$ cat src/hdl/vlsu_params.svh
`ifndef VLSU_PARAMS_SVH
`define VLSU_PARAMS_SVH

// Element and memory word width in bits
`define VLSU_ELEN 32
// Bytes per word
`define VLSU_ELENB 4

// Register file geometry, in words per register and registers
`define VLSU_VREG_WORDS 8
`define VLSU_NR_VREGS 32

// Byte-count vector length, at most one full register of 32 bytes
`define VLSU_VL_W 6

// Reorder buffer entries and the ID that names one of them
`define VLSU_ROB_DEPTH 4
`define VLSU_ID_W 2

`endif

$ cat src/hdl/vlsu_pkg.sv
package vlsu_pkg;

  `include "vlsu_params.svh"

  typedef enum logic [1:0] {
    VLE  = 2'd0,
    VSE  = 2'd1,
    VLSE = 2'd2,
    VSSE = 2'd3
  } vlsu_op_e;

  typedef enum logic [1:0] {
    EW_8  = 2'd0,
    EW_16 = 2'd1,
    EW_32 = 2'd2
  } vsew_e;

  typedef logic [`VLSU_ELEN-1:0] elen_t;
  typedef logic [`VLSU_ID_W-1:0] rob_id_t;
  typedef logic [$clog2(`VLSU_NR_VREGS*`VLSU_VREG_WORDS)-1:0] vrf_addr_t;

  // Vector memory instruction
  typedef struct packed {
    vlsu_op_e                          op;
    vsew_e                             vsew;
    // Element count on the request, byte count once registered
    logic [`VLSU_VL_W-1:0]             vl;
    logic [31:0]                       rs1;
    logic [31:0]                       rs2;
    logic [$clog2(`VLSU_NR_VREGS)-1:0] vd;
    logic [2:0]                        id;
  } vlsu_req_t;

  typedef struct packed {
    logic [2:0]                        id;
    logic [$clog2(`VLSU_NR_VREGS)-1:0] vd;
  } vlsu_rsp_t;

  typedef struct packed {
    rob_id_t                 id;
    logic [31:0]             addr;
    logic                    we;
    logic [`VLSU_ELENB-1:0]  strb;
    elen_t                   wdata;
    logic                    last;
  } mem_req_t;

  typedef struct packed {
    rob_id_t id;
    elen_t   rdata;
  } mem_result_t;

endpackage

$ cat src/hdl/vlsu_issue.sv
`timescale 1ns/10ps

module vlsu_issue
  import vlsu_pkg::*;
(
  input  logic      clk_i,
  input  logic      rst_i,
  input  vlsu_req_t req_i,
  input  logic      req_valid_i,
  input  logic      mem_done_i,
  input  logic      vrf_done_i,
  output logic      req_ready_o,
  output logic      start_o,
  output vlsu_req_t cur_req_o,
  output logic      rsp_valid_o,
  output vlsu_rsp_t rsp_o
);

  vlsu_req_t req_d;
  vlsu_req_t req_q;
  logic      busy;
  logic      finish;

  // A zero byte count means no instruction in flight
  assign busy   = req_q.vl != '0;
  assign finish = mem_done_i & vrf_done_i;

  assign req_ready_o = ~busy | finish;
  assign start_o     = req_valid_i & req_ready_o;

  // Single-cycle response once both sides have moved every byte
  assign rsp_valid_o = busy & finish;
  assign rsp_o.id    = req_q.id;
  assign rsp_o.vd    = req_q.vd;

  assign cur_req_o = req_q;

  always_comb begin
    req_d = req_q;
    if (start_o) begin
      req_d = req_i;
      // Element count to byte count
      case (req_i.vsew)
        EW_8:    req_d.vl = req_i.vl;
        EW_16:   req_d.vl = req_i.vl << 1;
        EW_32:   req_d.vl = req_i.vl << 2;
        default: req_d.vl = '0;
      endcase
    end else if (rsp_valid_o) begin
      req_d = '0;
    end
  end

  always_ff @(posedge clk_i) begin
    if (rst_i) begin
      req_q <= '0;
    end else begin
      req_q <= req_d;
    end
  end

endmodule

$ cat src/hdl/vlsu_addr_gen.sv
`timescale 1ns/10ps

`include "vlsu_params.svh"

module vlsu_addr_gen
  import vlsu_pkg::*;
(
  input  logic        clk_i,
  input  logic        rst_i,
  input  logic        start_i,
  input  vlsu_req_t   cur_req_i,
  input  logic        mem_adv_i,
  input  logic        vrf_adv_i,
  output logic [31:0] mem_addr_o,
  output logic [1:0]  mem_off_o,
  output logic [2:0]  mem_bytes_o,
  output logic        mem_active_o,
  output logic        mem_last_o,
  output vrf_addr_t   vrf_addr_o,
  output logic [1:0]  vrf_off_o,
  output logic [2:0]  vrf_bytes_o,
  output logic        vrf_active_o,
  output logic        mem_done_o,
  output logic        vrf_done_o
);

  typedef logic [`VLSU_VL_W-1:0] cnt_t;

  cnt_t        mem_cnt_q;
  cnt_t        vrf_cnt_q;
  cnt_t        mem_rem;
  cnt_t        vrf_rem;
  cnt_t        data_cnt;
  logic        is_load;
  logic        strided;
  logic [2:0]  step;
  logic [31:0] mem_byte_addr;
  logic [31:0] data_byte_addr;

  // Byte address of the element a counter points at
  function automatic logic [31:0] elem_addr(input vlsu_req_t req, input logic str,
                                            input cnt_t cnt);
    if (str) begin
      return req.rs1 + 32'(cnt >> req.vsew) * req.rs2;
    end
    return req.rs1 + 32'(cnt);
  endfunction

  // Bytes moved by the current beat, short on the tail
  function automatic logic [2:0] beat_len(input cnt_t rem, input logic [2:0] step_max);
    return (rem < cnt_t'(step_max)) ? rem[2:0] : step_max;
  endfunction

  assign is_load = (cur_req_i.op == VLE) || (cur_req_i.op == VLSE);
  assign strided = (cur_req_i.op == VLSE) || (cur_req_i.op == VSSE);

  // One element per beat when strided, else a whole word
  assign step = strided ? (3'd1 << cur_req_i.vsew) : 3'(`VLSU_ELENB);

  //////////////////////////////////////////////////
  // Counters
  //////////////////////////////////////////////////

  assign mem_rem      = cur_req_i.vl - mem_cnt_q;
  assign mem_active_o = mem_cnt_q < cur_req_i.vl;
  assign mem_done_o   = ~mem_active_o;
  assign mem_last_o   = mem_active_o & (mem_rem <= cnt_t'(step));
  assign mem_bytes_o  = beat_len(mem_rem, step);

  assign vrf_rem      = cur_req_i.vl - vrf_cnt_q;
  assign vrf_active_o = vrf_cnt_q < cur_req_i.vl;
  assign vrf_done_o   = ~vrf_active_o;
  assign vrf_bytes_o  = beat_len(vrf_rem, step);

  always_ff @(posedge clk_i) begin
    if (rst_i || start_i) begin
      mem_cnt_q <= '0;
      vrf_cnt_q <= '0;
    end else begin
      if (mem_adv_i) begin
        mem_cnt_q <= mem_cnt_q + cnt_t'(mem_bytes_o);
      end
      if (vrf_adv_i) begin
        vrf_cnt_q <= vrf_cnt_q + cnt_t'(vrf_bytes_o);
      end
    end
  end

  //////////////////////////////////////////////////
  // Addresses
  //////////////////////////////////////////////////

  assign mem_byte_addr = elem_addr(cur_req_i, strided, mem_cnt_q);
  assign mem_addr_o    = {mem_byte_addr[31:2], 2'b00};

  // Offsets follow the element that is currently in the data path,
  // the register side for loads and the memory side for stores
  assign data_cnt       = is_load ? vrf_cnt_q : mem_cnt_q;
  assign data_byte_addr = elem_addr(cur_req_i, strided, data_cnt);
  assign mem_off_o      = data_byte_addr[1:0];
  assign vrf_off_o      = data_cnt[1:0];

  assign vrf_addr_o = vrf_addr_t'(32'(cur_req_i.vd) * `VLSU_VREG_WORDS + 32'(vrf_cnt_q >> 2));

endmodule

$ cat src/hdl/vlsu_rob.sv
`timescale 1ns/10ps

`include "vlsu_params.svh"

module vlsu_rob
  import vlsu_pkg::*;
#(
  parameter int unsigned NumWords = `VLSU_ROB_DEPTH
) (
  input  logic    clk_i,
  input  logic    rst_i,
  input  logic    alloc_i,
  input  logic    push_i,
  input  rob_id_t push_id_i,
  input  elen_t   push_data_i,
  input  logic    pop_i,
  output rob_id_t alloc_id_o,
  output logic    head_valid_o,
  output elen_t   head_data_o,
  output rob_id_t head_id_o,
  output logic    full_o,
  output logic    empty_o
);

  localparam int unsigned IdW = $clog2(NumWords);

  typedef logic [IdW-1:0] ptr_t;

  elen_t               data_q [NumWords];
  logic [NumWords-1:0] written_q;
  ptr_t                alloc_ptr_q;
  ptr_t                head_ptr_q;
  logic [IdW:0]        count_q;
  ptr_t                push_ptr;

  assign push_ptr = ptr_t'(push_id_i);

  // IDs are handed out in order
  assign alloc_id_o = rob_id_t'(alloc_ptr_q);
  assign head_id_o  = rob_id_t'(head_ptr_q);

  // Head is released only once its own entry has been written
  assign head_valid_o = written_q[head_ptr_q];
  assign head_data_o  = data_q[head_ptr_q];

  assign full_o  = count_q == (IdW + 1)'(NumWords);
  assign empty_o = count_q == '0;

  always_ff @(posedge clk_i) begin
    if (push_i) begin
      data_q[push_ptr] <= push_data_i;
    end
  end

  always_ff @(posedge clk_i) begin
    if (rst_i) begin
      written_q   <= '0;
      alloc_ptr_q <= '0;
      head_ptr_q  <= '0;
      count_q     <= '0;
    end else begin
      if (alloc_i) begin
        alloc_ptr_q <= alloc_ptr_q + 1'b1;
      end
      if (pop_i) begin
        head_ptr_q            <= head_ptr_q + 1'b1;
        written_q[head_ptr_q] <= 1'b0;
      end
      // Pushed entry never is the head being popped
      if (push_i) begin
        written_q[push_ptr] <= 1'b1;
      end
      case ({alloc_i, pop_i})
        2'b10:   count_q <= count_q + 1'b1;
        2'b01:   count_q <= count_q - 1'b1;
        default: count_q <= count_q;
      endcase
    end
  end

endmodule

$ cat src/hdl/vlsu_datapath.sv
`timescale 1ns/10ps

`include "vlsu_params.svh"

module vlsu_datapath
  import vlsu_pkg::*;
(
  input  vlsu_req_t              cur_req_i,
  // Address generator
  input  logic [31:0]            mem_addr_i,
  input  logic [1:0]             mem_off_i,
  input  logic [2:0]             mem_bytes_i,
  input  logic                   mem_active_i,
  input  logic                   mem_last_i,
  input  vrf_addr_t              vrf_addr_i,
  input  logic [1:0]             vrf_off_i,
  input  logic [2:0]             vrf_bytes_i,
  input  logic                   vrf_active_i,
  // Reorder buffer status
  input  rob_id_t                rob_alloc_id_i,
  input  logic                   rob_head_valid_i,
  input  elen_t                  rob_head_data_i,
  input  rob_id_t                rob_head_id_i,
  input  logic                   rob_full_i,
  input  logic                   rob_empty_i,
  // Memory
  input  logic                   mem_ready_i,
  input  mem_result_t            mem_result_i,
  input  logic                   mem_result_valid_i,
  output logic                   mem_valid_o,
  output mem_req_t               mem_req_o,
  // Register file
  input  logic                   vrf_wvalid_i,
  input  elen_t                  vrf_rdata_i,
  input  logic                   vrf_rvalid_i,
  output logic                   vrf_we_o,
  output vrf_addr_t              vrf_waddr_o,
  output elen_t                  vrf_wdata_o,
  output logic [`VLSU_ELENB-1:0] vrf_wbe_o,
  output logic                   vrf_re_o,
  output vrf_addr_t              vrf_raddr_o,
  // Counter strobes and reorder buffer controls
  output logic                   mem_adv_o,
  output logic                   vrf_adv_o,
  output logic                   rob_alloc_o,
  output logic                   rob_push_o,
  output rob_id_t                rob_push_id_o,
  output elen_t                  rob_push_data_o,
  output logic                   rob_pop_o
);

  logic                   is_load;
  logic                   head_ok;
  logic [`VLSU_ELENB-1:0] byte_mask;

  // Rotate left by a number of bytes
  function automatic elen_t rot_bytes(input elen_t data, input logic [1:0] sh);
    case (sh)
      2'd1:    return {data[23:0], data[31:24]};
      2'd2:    return {data[15:0], data[31:16]};
      2'd3:    return {data[7:0], data[31:8]};
      default: return data;
    endcase
  endfunction

  // Enable for the lowest n bytes
  function automatic logic [`VLSU_ELENB-1:0] lead_mask(input logic [2:0] n);
    logic [`VLSU_ELENB-1:0] m;
    for (int k = 0; k < `VLSU_ELENB; k++) begin
      m[k] = k < int'(n);
    end
    return m;
  endfunction

  assign is_load = (cur_req_i.op == VLE) || (cur_req_i.op == VLSE);
  assign head_ok = rob_head_valid_i & ~rob_empty_i;

  // Strided beats carry one element, so the lead mask shifted to its offset
  // covers the element, while unit stride starts at offset zero
  assign byte_mask = is_load ? lead_mask(vrf_bytes_i) << vrf_off_i
                             : lead_mask(mem_bytes_i) << mem_off_i;

  // Register write moves the element from memory offset to register offset
  assign vrf_waddr_o = vrf_addr_i;
  assign vrf_wdata_o = rot_bytes(rob_head_data_i, vrf_off_i - mem_off_i);
  assign vrf_wbe_o   = byte_mask;
  assign vrf_raddr_o = vrf_addr_i;

  always_comb begin
    mem_valid_o     = 1'b0;
    mem_req_o       = '0;
    vrf_we_o        = 1'b0;
    vrf_re_o        = 1'b0;
    mem_adv_o       = 1'b0;
    vrf_adv_o       = 1'b0;
    rob_alloc_o     = 1'b0;
    rob_push_o      = 1'b0;
    rob_push_id_o   = '0;
    rob_push_data_o = '0;
    rob_pop_o       = 1'b0;

    mem_req_o.addr = mem_addr_i;
    mem_req_o.last = mem_last_i;

    if (is_load) begin
      //////////////////////////////////////////////////
      // Load: memory to buffer to register file
      //////////////////////////////////////////////////
      // Each request reserves the entry its result returns to
      mem_valid_o  = mem_active_i & ~rob_full_i;
      mem_req_o.id = rob_alloc_id_i;
      rob_alloc_o  = mem_valid_o & mem_ready_i;
      mem_adv_o    = rob_alloc_o;

      rob_push_o      = mem_result_valid_i;
      rob_push_id_o   = mem_result_i.id;
      rob_push_data_o = mem_result_i.rdata;

      // In-order write-back of the head
      vrf_we_o  = vrf_active_i & head_ok;
      rob_pop_o = vrf_we_o & vrf_wvalid_i;
      vrf_adv_o = rob_pop_o;
    end else begin
      //////////////////////////////////////////////////
      // Store: register file to buffer to memory
      //////////////////////////////////////////////////
      vrf_re_o        = vrf_active_i & ~rob_full_i;
      rob_alloc_o     = vrf_re_o & vrf_rvalid_i;
      rob_push_o      = rob_alloc_o;
      rob_push_id_o   = rob_alloc_id_i;
      rob_push_data_o = vrf_rdata_i;
      vrf_adv_o       = rob_alloc_o;

      mem_valid_o     = mem_active_i & head_ok;
      mem_req_o.id    = rob_head_id_i;
      mem_req_o.we    = 1'b1;
      mem_req_o.strb  = byte_mask;
      mem_req_o.wdata = rot_bytes(rob_head_data_i, mem_off_i - vrf_off_i);
      rob_pop_o       = mem_valid_o & mem_ready_i;
      mem_adv_o       = rob_pop_o;
    end
  end

endmodule

$ cat src/hdl/vlsu_top.sv
`timescale 1ns/10ps

`include "vlsu_params.svh"

module vlsu_top
  import vlsu_pkg::*;
(
  input  logic                   clk_i,
  input  logic                   rst_i,
  // Requester
  input  vlsu_req_t              req_i,
  input  logic                   req_valid_i,
  output logic                   req_ready_o,
  // Response
  output logic                   rsp_valid_o,
  output vlsu_rsp_t              rsp_o,
  // Memory
  output logic                   mem_valid_o,
  input  logic                   mem_ready_i,
  output mem_req_t               mem_req_o,
  input  logic                   mem_result_valid_i,
  input  mem_result_t            mem_result_i,
  // Register file write
  output logic                   vrf_we_o,
  output vrf_addr_t              vrf_waddr_o,
  output elen_t                  vrf_wdata_o,
  output logic [`VLSU_ELENB-1:0] vrf_wbe_o,
  input  logic                   vrf_wvalid_i,
  // Register file read
  output logic                   vrf_re_o,
  output vrf_addr_t              vrf_raddr_o,
  input  elen_t                  vrf_rdata_i,
  input  logic                   vrf_rvalid_i
);

  vlsu_req_t   cur_req;
  logic        start;
  logic        mem_done;
  logic        vrf_done;
  logic [31:0] mem_addr;
  logic [1:0]  mem_off;
  logic [2:0]  mem_bytes;
  logic        mem_active;
  logic        mem_last;
  vrf_addr_t   vrf_addr;
  logic [1:0]  vrf_off;
  logic [2:0]  vrf_bytes;
  logic        vrf_active;
  logic        mem_adv;
  logic        vrf_adv;
  logic        rob_alloc;
  logic        rob_push;
  rob_id_t     rob_push_id;
  elen_t       rob_push_data;
  logic        rob_pop;
  rob_id_t     rob_alloc_id;
  logic        rob_head_valid;
  elen_t       rob_head_data;
  rob_id_t     rob_head_id;
  logic        rob_full;
  logic        rob_empty;

  vlsu_issue i_issue (
    .clk_i      (clk_i),
    .rst_i      (rst_i),
    .req_i      (req_i),
    .req_valid_i(req_valid_i),
    .mem_done_i (mem_done),
    .vrf_done_i (vrf_done),
    .req_ready_o(req_ready_o),
    .start_o    (start),
    .cur_req_o  (cur_req),
    .rsp_valid_o(rsp_valid_o),
    .rsp_o      (rsp_o)
  );

  vlsu_addr_gen i_addr_gen (
    .clk_i       (clk_i),
    .rst_i       (rst_i),
    .start_i     (start),
    .cur_req_i   (cur_req),
    .mem_adv_i   (mem_adv),
    .vrf_adv_i   (vrf_adv),
    .mem_addr_o  (mem_addr),
    .mem_off_o   (mem_off),
    .mem_bytes_o (mem_bytes),
    .mem_active_o(mem_active),
    .mem_last_o  (mem_last),
    .vrf_addr_o  (vrf_addr),
    .vrf_off_o   (vrf_off),
    .vrf_bytes_o (vrf_bytes),
    .vrf_active_o(vrf_active),
    .mem_done_o  (mem_done),
    .vrf_done_o  (vrf_done)
  );

  vlsu_rob #(
    .NumWords(`VLSU_ROB_DEPTH)
  ) i_rob (
    .clk_i       (clk_i),
    .rst_i       (rst_i),
    .alloc_i     (rob_alloc),
    .push_i      (rob_push),
    .push_id_i   (rob_push_id),
    .push_data_i (rob_push_data),
    .pop_i       (rob_pop),
    .alloc_id_o  (rob_alloc_id),
    .head_valid_o(rob_head_valid),
    .head_data_o (rob_head_data),
    .head_id_o   (rob_head_id),
    .full_o      (rob_full),
    .empty_o     (rob_empty)
  );

  vlsu_datapath i_datapath (
    .cur_req_i         (cur_req),
    .mem_addr_i        (mem_addr),
    .mem_off_i         (mem_off),
    .mem_bytes_i       (mem_bytes),
    .mem_active_i      (mem_active),
    .mem_last_i        (mem_last),
    .vrf_addr_i        (vrf_addr),
    .vrf_off_i         (vrf_off),
    .vrf_bytes_i       (vrf_bytes),
    .vrf_active_i      (vrf_active),
    .rob_alloc_id_i    (rob_alloc_id),
    .rob_head_valid_i  (rob_head_valid),
    .rob_head_data_i   (rob_head_data),
    .rob_head_id_i     (rob_head_id),
    .rob_full_i        (rob_full),
    .rob_empty_i       (rob_empty),
    .mem_ready_i       (mem_ready_i),
    .mem_result_i      (mem_result_i),
    .mem_result_valid_i(mem_result_valid_i),
    .mem_valid_o       (mem_valid_o),
    .mem_req_o         (mem_req_o),
    .vrf_wvalid_i      (vrf_wvalid_i),
    .vrf_rdata_i       (vrf_rdata_i),
    .vrf_rvalid_i      (vrf_rvalid_i),
    .vrf_we_o          (vrf_we_o),
    .vrf_waddr_o       (vrf_waddr_o),
    .vrf_wdata_o       (vrf_wdata_o),
    .vrf_wbe_o         (vrf_wbe_o),
    .vrf_re_o          (vrf_re_o),
    .vrf_raddr_o       (vrf_raddr_o),
    .mem_adv_o         (mem_adv),
    .vrf_adv_o         (vrf_adv),
    .rob_alloc_o       (rob_alloc),
    .rob_push_o        (rob_push),
    .rob_push_id_o     (rob_push_id),
    .rob_push_data_o   (rob_push_data),
    .rob_pop_o         (rob_pop)
  );

endmodule

$ cat config.mk
export PLATFORM = sky130hd
export DESIGN_NAME = vlsu_top
export DESIGN_NICKNAME = d
export VERILOG_FILES = /design/src/hdl/vlsu_pkg.sv /design/src/hdl/vlsu_issue.sv /design/src/hdl/vlsu_addr_gen.sv /design/src/hdl/vlsu_rob.sv /design/src/hdl/vlsu_datapath.sv /design/src/hdl/vlsu_top.sv
export VERILOG_INCLUDE_DIRS = /design/src /design/src/hdl
export SDC_FILE = /design/constraint.sdc
export NUM_CORES = 1
export LEC_CHECK = 0
export BUFFER_PORTS_ARGS = -buffer_cell sky130_fd_sc_hd__buf_2
export CAP_MARGIN = 10
export CORE_UTILIZATION = 50
export DETAILED_ROUTE_END_ITERATION = 10
export PLACE_DENSITY = 0.74
export SLEW_MARGIN = 15
export SYNTH_ARGS = -nofsm -noshare
export SYNTH_HDL_FRONTEND = slang
export SYNTH_SLANG_ARGS = --single-unit
$ cat constraint.sdc
create_clock -name clk_i -period 9.4 [get_ports clk_i]
set_input_delay 1.88 -clock clk_i [delete_from_list [all_inputs] [get_ports clk_i]]
set_output_delay 1.88 -clock clk_i [all_outputs]
set_load 0.05 [all_outputs]
# == Yosys cells after proc, flatten, opt, wreduce, memory -nomap -nowiden ==
# Memories as Yosys holds them, arrays and structs flattened. A register that Yosys moved wholly into a read port is not among the register bits.
# Index checks and enable logic that the tools add are counted.
# W data, S select, Z words.
# op_classes
n_addsub,15
mul,2
div_mod_pow,0
order_cmp,17
eq_ne,13
shift,5
muxes,41
bitwise,22
n_reduce_logical,11
# ops
cell,count
$pmux W32 S3,2
$mux W82,2
$mux W32,3
$shr A6 B2 Y32,2
$mux W37,1
$add A32 B32 Y32,1
$add A32 B6 Y32,1
$mul A32 B32 Y2,1
$mul A32 B32 Y32,1
$pmux W6 S3,1
$eq A2 B2 Y1 const B,8
$mux W4,4
$mux W1,14
$and A1 B1 Y1,13
$add A6 B3 Y6,2
$lt A1 B3 Y1 const A,4
$lt A2 B3 Y1 const A,4
$lt A6 B3 Y1,2
$lt A6 B6 Y1,2
$mux W2,6
$sub A6 B6 Y6,2
$mux W3,3
$add A8 B4 Y8,1
$eq A2 B1 Y1 const B,4
other kinds (26),42
# word_totals
reg_bits,105
latchBits,0
ramBits,128
mem_bits_ro,0
input_bits,155
output_inout_bits,137
wordCells,140
n_memories,1
# mem_list
name,words,word_bits,rd,rd_clocked_by_memory_dff,write_ports,line,source
i_rob.data_q,4,32,1,1,1,vlsu_rob.sv:29,elen_t data_q [NumWords];

# == Longest topological paths before layout ==
# depth
depth_word,12
depth_mapped,31
mapped_depth_nobuf,27

# == Cells and area by module ==
# Synthesis repeated with hierarchy kept, for this count alone.
# hier_totals
cells_unflattened,1961
hier_area_um2,21262.9
# modules_own_cells
module,instances,cells_per_inst,area_each_um2,seq_area_each_um2
vlsu_addr_gen,1,1208,10446.3,240.2
vlsu_rob,1,232,5258.8,4103.9
vlsu_datapath,1,299,2846.5,0.0
vlsu_issue,1,222,2711.4,1641.6

# == Least setup slack after synthesis ==
# Ideal clock, no wire load.
# synth_timing
path_type,register -> output
start,"register i_issue.req_q, in the netlist i_issue.cur_req_o[78]"
end,output port mem_req_o[62] (netlist name)
arrival_time_ns,8.072
t_required_ns,7.520
path_slack_ns,-0.552
stages_incl_launch_ff,30
cell_sequence,dfxtp_1 -> buf_2 -> buf_1 -> mux2_2 -> nand2_1 -> o21ai_0 -> clkbuf_1 -> and2_1 -> fa_1 -> fa_1 -> ha_1 -> inv_1 -> fa_1 -> inv_1 -> ha_1 -> ha_1 -> fa_1 -> inv_1 -> fa_1 -> inv_1 -> ha_1 -> a21oi_1 -> o21ai_0 -> a211oi_1 -> o21a_1 -> o31ai_1 -> a21o_1 -> a31oi_1 -> a31oi_1 -> nor3b_1
# synth_lines
item,line,source
from (decl),vlsu_issue.sv:20,vlsu_req_t req_q;
from (signal assigned),vlsu_issue.sv:58,req_q <= req_d;
to (decl),vlsu_top.sv:20,"output mem_req_t mem_req_o,"

==> impl_summary.txt <==
----------------------------------------------------
[Clock network]
  Clock tree from TritonCTS ... built
  Hold buffer count at CTS ... 0
  CTS Root Cell ... clkbuf_16
  Clock-pin slew reported for the worst setup and hold paths after clock tree synthesis ... 0.07 ns
  Clock net sink count ... between 200 and 250
  CTS Buf Count ... 27
  H-Tree Depth ... 1
  Max Root-Sink Buffers ... 3
  Clock latency on the worst-skew pair ... 0.57 ns

[Global route]
  Vias in the first global route ... 17000
  GRT Resource Usage Total ... 0.261
  Overflow left after global routing ... 0
  Initial antenna violation count ... 1
  Wire length of the first global-routing pass ... ~90 mm
  Largest net degree at the start of global routing ... between 90 and 100

[STA]
  Final Critical Period ... 9.29 ns
  Transition time of the tightest slew-check pin ... approximately 1.1 ns
  Minimum setup slack in the final design ... between 0.1 and 0.15 ns
  Fin Setup TNS ... 0 ns
  Setup-violating endpoint count in the final report ... 0
  Number of hold-slack violations in the final timing report ... 0
  Relative slew slack ... 0.265
  Max Freq ... approximately 110 MHz
  Maximum clock skew at final layout ... around 0.015 ns
  Number of max-slew violations in the final report ... 0
  Post-route clock period utilization ... 0.988

[Detailed routing]
  First-pass iteration count of the detailed router ... 5
  Number of DRC violations after detailed-routing iteration 0 ... between 1000 and 1500
  Number of remaining DRC errors ... 0
  Total vias in the final route ... between 15000 and 20000
  Per-cell via count in the routed design ... around 5.8
  Total wire length after detailed routing ... ~60 mm
  Final routed wire length divided by cell count ... about 20 um
  Antenna violation net count after detailed routing ... 0

[Setup path]
  Critical Path End Type ... primary output
  Critical path type ... flip-flop to primary output
  Cell with the biggest individual delay on the critical path ... fa_1
  Type of origin of the critical path ... flip-flop
  Cell repeated most along the worst path ... fa_1
  Required time of the worst setup path ... between 7 and 8 ns
  Largest stage delay, worst path ... 0.56 ns
  Data arrival time at the worst-slack endpoint ... around 7.4 ns
  Max Fanout on Critical Path ... 6

[Placed design]
  Placed Instances ... between 2000 and 3000
  Port-buffer cells ... just under 300
  DP HPWL ... between 40 and 50 mm
  Placement Cell Area ... about 23000 um2
  Post-placement setup slack ... -0.0109 ns
  Gpl congestion ... a little over 0.9

[Final layout]
  Register area ... ~6000 um2
  Area delta synth->final ... 19.3%
  Number of standard cells in the layout, taps in and fillers out ... approximately 2900
  Number of filler cells placed in the layout ... approximately 3300
  Share of post-route cells with drive strength above 1 ... 0.258
  Final non-filler cell area ... 25100 um2
  Area of the multi-input gates ... 14500 um2
  Net count, final ... between 2000 and 3000

[Floorplanning]
  Row count ... 74
  Die X ... slightly above 200 um
  Die footprint ... around 43000 um2
  Y dimension of the die ... between 200 and 250 um
  Starting density of the core ... 0.511
  Placeable core area ... 41200 um2
  Number of placed I/O pins ... about 300

[Yosys]
  Post-Synth Simple-Gate Area ... 0.126
  Share of the yosys chip area belonging to registers ... 0.284
  Cell count after synthesis ... around 2100
  Top-count cell post-synth ... inv_1
  Synth area leaders ... edfxtp_1, fa_1, ha_1
  Post-synthesis compound-gate area fraction ... 0.106
  Average footprint of a synthesized cell ... between 10 and 15 um2
  Cell type with the largest total area after synthesis ... edfxtp_1
  Synth warnings ... 0
  Number of flip-flops and latches in the synthesized netlist ... between 200 and 250
  XOR/XNOR share of the synthesized area ... 0.0413
  Synth unique cells ... 70
  Multiplexer area fraction after synthesis ... 0.111
  Synth Area in Adders ... 0.263
  Commonest cells in the netlist ... inv_1, ha_1, nor2_1, nand2_1, fa_1
  Post-synthesis instance area ... between 20000 and 25000 um2
  Number of flops mapped to enable cells by yosys ... approximately 130
  Flip-flop cell with the highest count after synthesis ... edfxtp_1
  Share of Yosys cell area claimed by the top area cell type ... 0.182
  Proportion of register bits with asynchronous set or reset after synthesis ... 0
  Largest family of logic cells by synthesized area ... adder cells

[Power and ir drop]
  Sum of internal, switching and leakage power ... approximately 4.7 mW
  IR Drop Worst-Case VDD ... 184 uV
  Total leakage power ... about 12 nW
  Areal power density over the cells ... between 150 and 200 nW/um2

[Status]
  Result of the run ... finished clean

[Min path]
  Worst hold path type ... flip-flop to flip-flop

[Flow run]
  Count of max-cap constraint violations ... 0

----------------------------------------------------
## state kept, by name (all words and copies together), names as in the netlist, named ones only
name and flops:
i_rob.head_id_o 2, i_addr_gen.mem_cnt_q 6, i_rob.written_q 4, i_issue.cur_req_o 82, i_rob.data_q 128, i_addr_gen.vrf_cnt_q 6, i_rob.alloc_id_o 2, i_rob.count_q 3
## worst max-delay path, delay by kind of cell, from the launching register on
family	cells	cell delay, ns
buf+inv	6	0.65
flops	1	0.43
fa+ha+maj	9	3.65
xor+xnor	1	0.13
simple gates	2	0.28
mux	2	0.54
compound gates	8	1.15
## cells by family (layout without fill, tap and decap cells)
family / after synthesis / in the layout
xor+xnor: 94 / 94
fa+ha+maj: 359 / 359
compound gates: 327 / 329
other cells: 1 / 3
flops: 235 / 235
buf+inv: 351 / 633
simple gates: 556 / 556
mux: 183 / 183
## cells in the final DEF, fill, tap and decap left out, types with 80 or more instances in the layout
cell type,synthesis,routed
buf_2,7,278
inv_1,224,217
ha_1,219,183
nor2_1,163,153
nand2_1,156,153
fa_1,139,133
edfxtp_1,128,128
and2_1,117,110
dfxtp_1,107,100
mux2i_1,104,98
a22oi_1,80,80
## power breakdown
group	switching [mW]	total [mW]	internal, mW
clock network	0.456	1.17	0.719
logic	1.49	2.23	0.741
registers	0.122	1.33	1.21
## metrics by stage
| step | hold slack, ns | utilization |
|---|---|---|
| 3_3_place_gp | 0.477 | 0.557 |
| 6_report | 0.502 | 0.610 |
| 5_1_grt | 0.513 | 0.610 |
| 2_1_floorplan | 0.449 | - |
| 4_1_cts | 0.508 | 0.587 |
| 3_5_place_dp | 0.494 | 0.557 |
## worst paths after layout
check                                        startpoint               endpoint  slack [ns]  cells after the start
worst max-delay path              i_issue.cur_req_o[78]          mem_req_o[69]        0.11                     28
worst min-delay path                 i_rob.written_q[2]     i_rob.written_q[2]        0.50                      2
worst max register to register  i_addr_gen.vrf_cnt_q[1]  i_issue.cur_req_o[73]        4.76                     12
worst min register to register       i_rob.written_q[2]     i_rob.written_q[2]        0.50                      2
## per-layer routing
| layer | share of wire | up-vias | GRT usage |
|---|---|---|---|
| met5 | 0 | - | 0 |
| met2 | 0.51 | 679 | 0.470 |
| met4 | 0.036 | 0 | 0.0854 |
| li1 | - | 7827 | - |
| met3 | 0.061 | 151 | 0.0352 |
| met1 | 0.39 | 8372 | 0.322 |
## area by class of cell
| cell class | instances | share of cell area |
|---|---|---|
| multi-input cells | 1523 | 0.577 |
| flip-flops and latches | 235 | 0.239 |
| repair buffers | 358 | 0.0850 |
| inverters | 225 | 0.0336 |
| clock buffers | 33 | 0.0290 |
| well taps | 532 | 0.0265 |
| clock inverters | 17 | 0.0103 |
| diodes | 1 | 0.0000995 |
## timing repair
item / in CTS / in global routing
setup buffers: 6 / 28
setup endpoints to repair: 15 / 18
pin swaps: 2 / 62
gates resized for setup: 45 / 119
cloned: 0 / 4
Note: power is estimated with default switching activity, not from simulation.
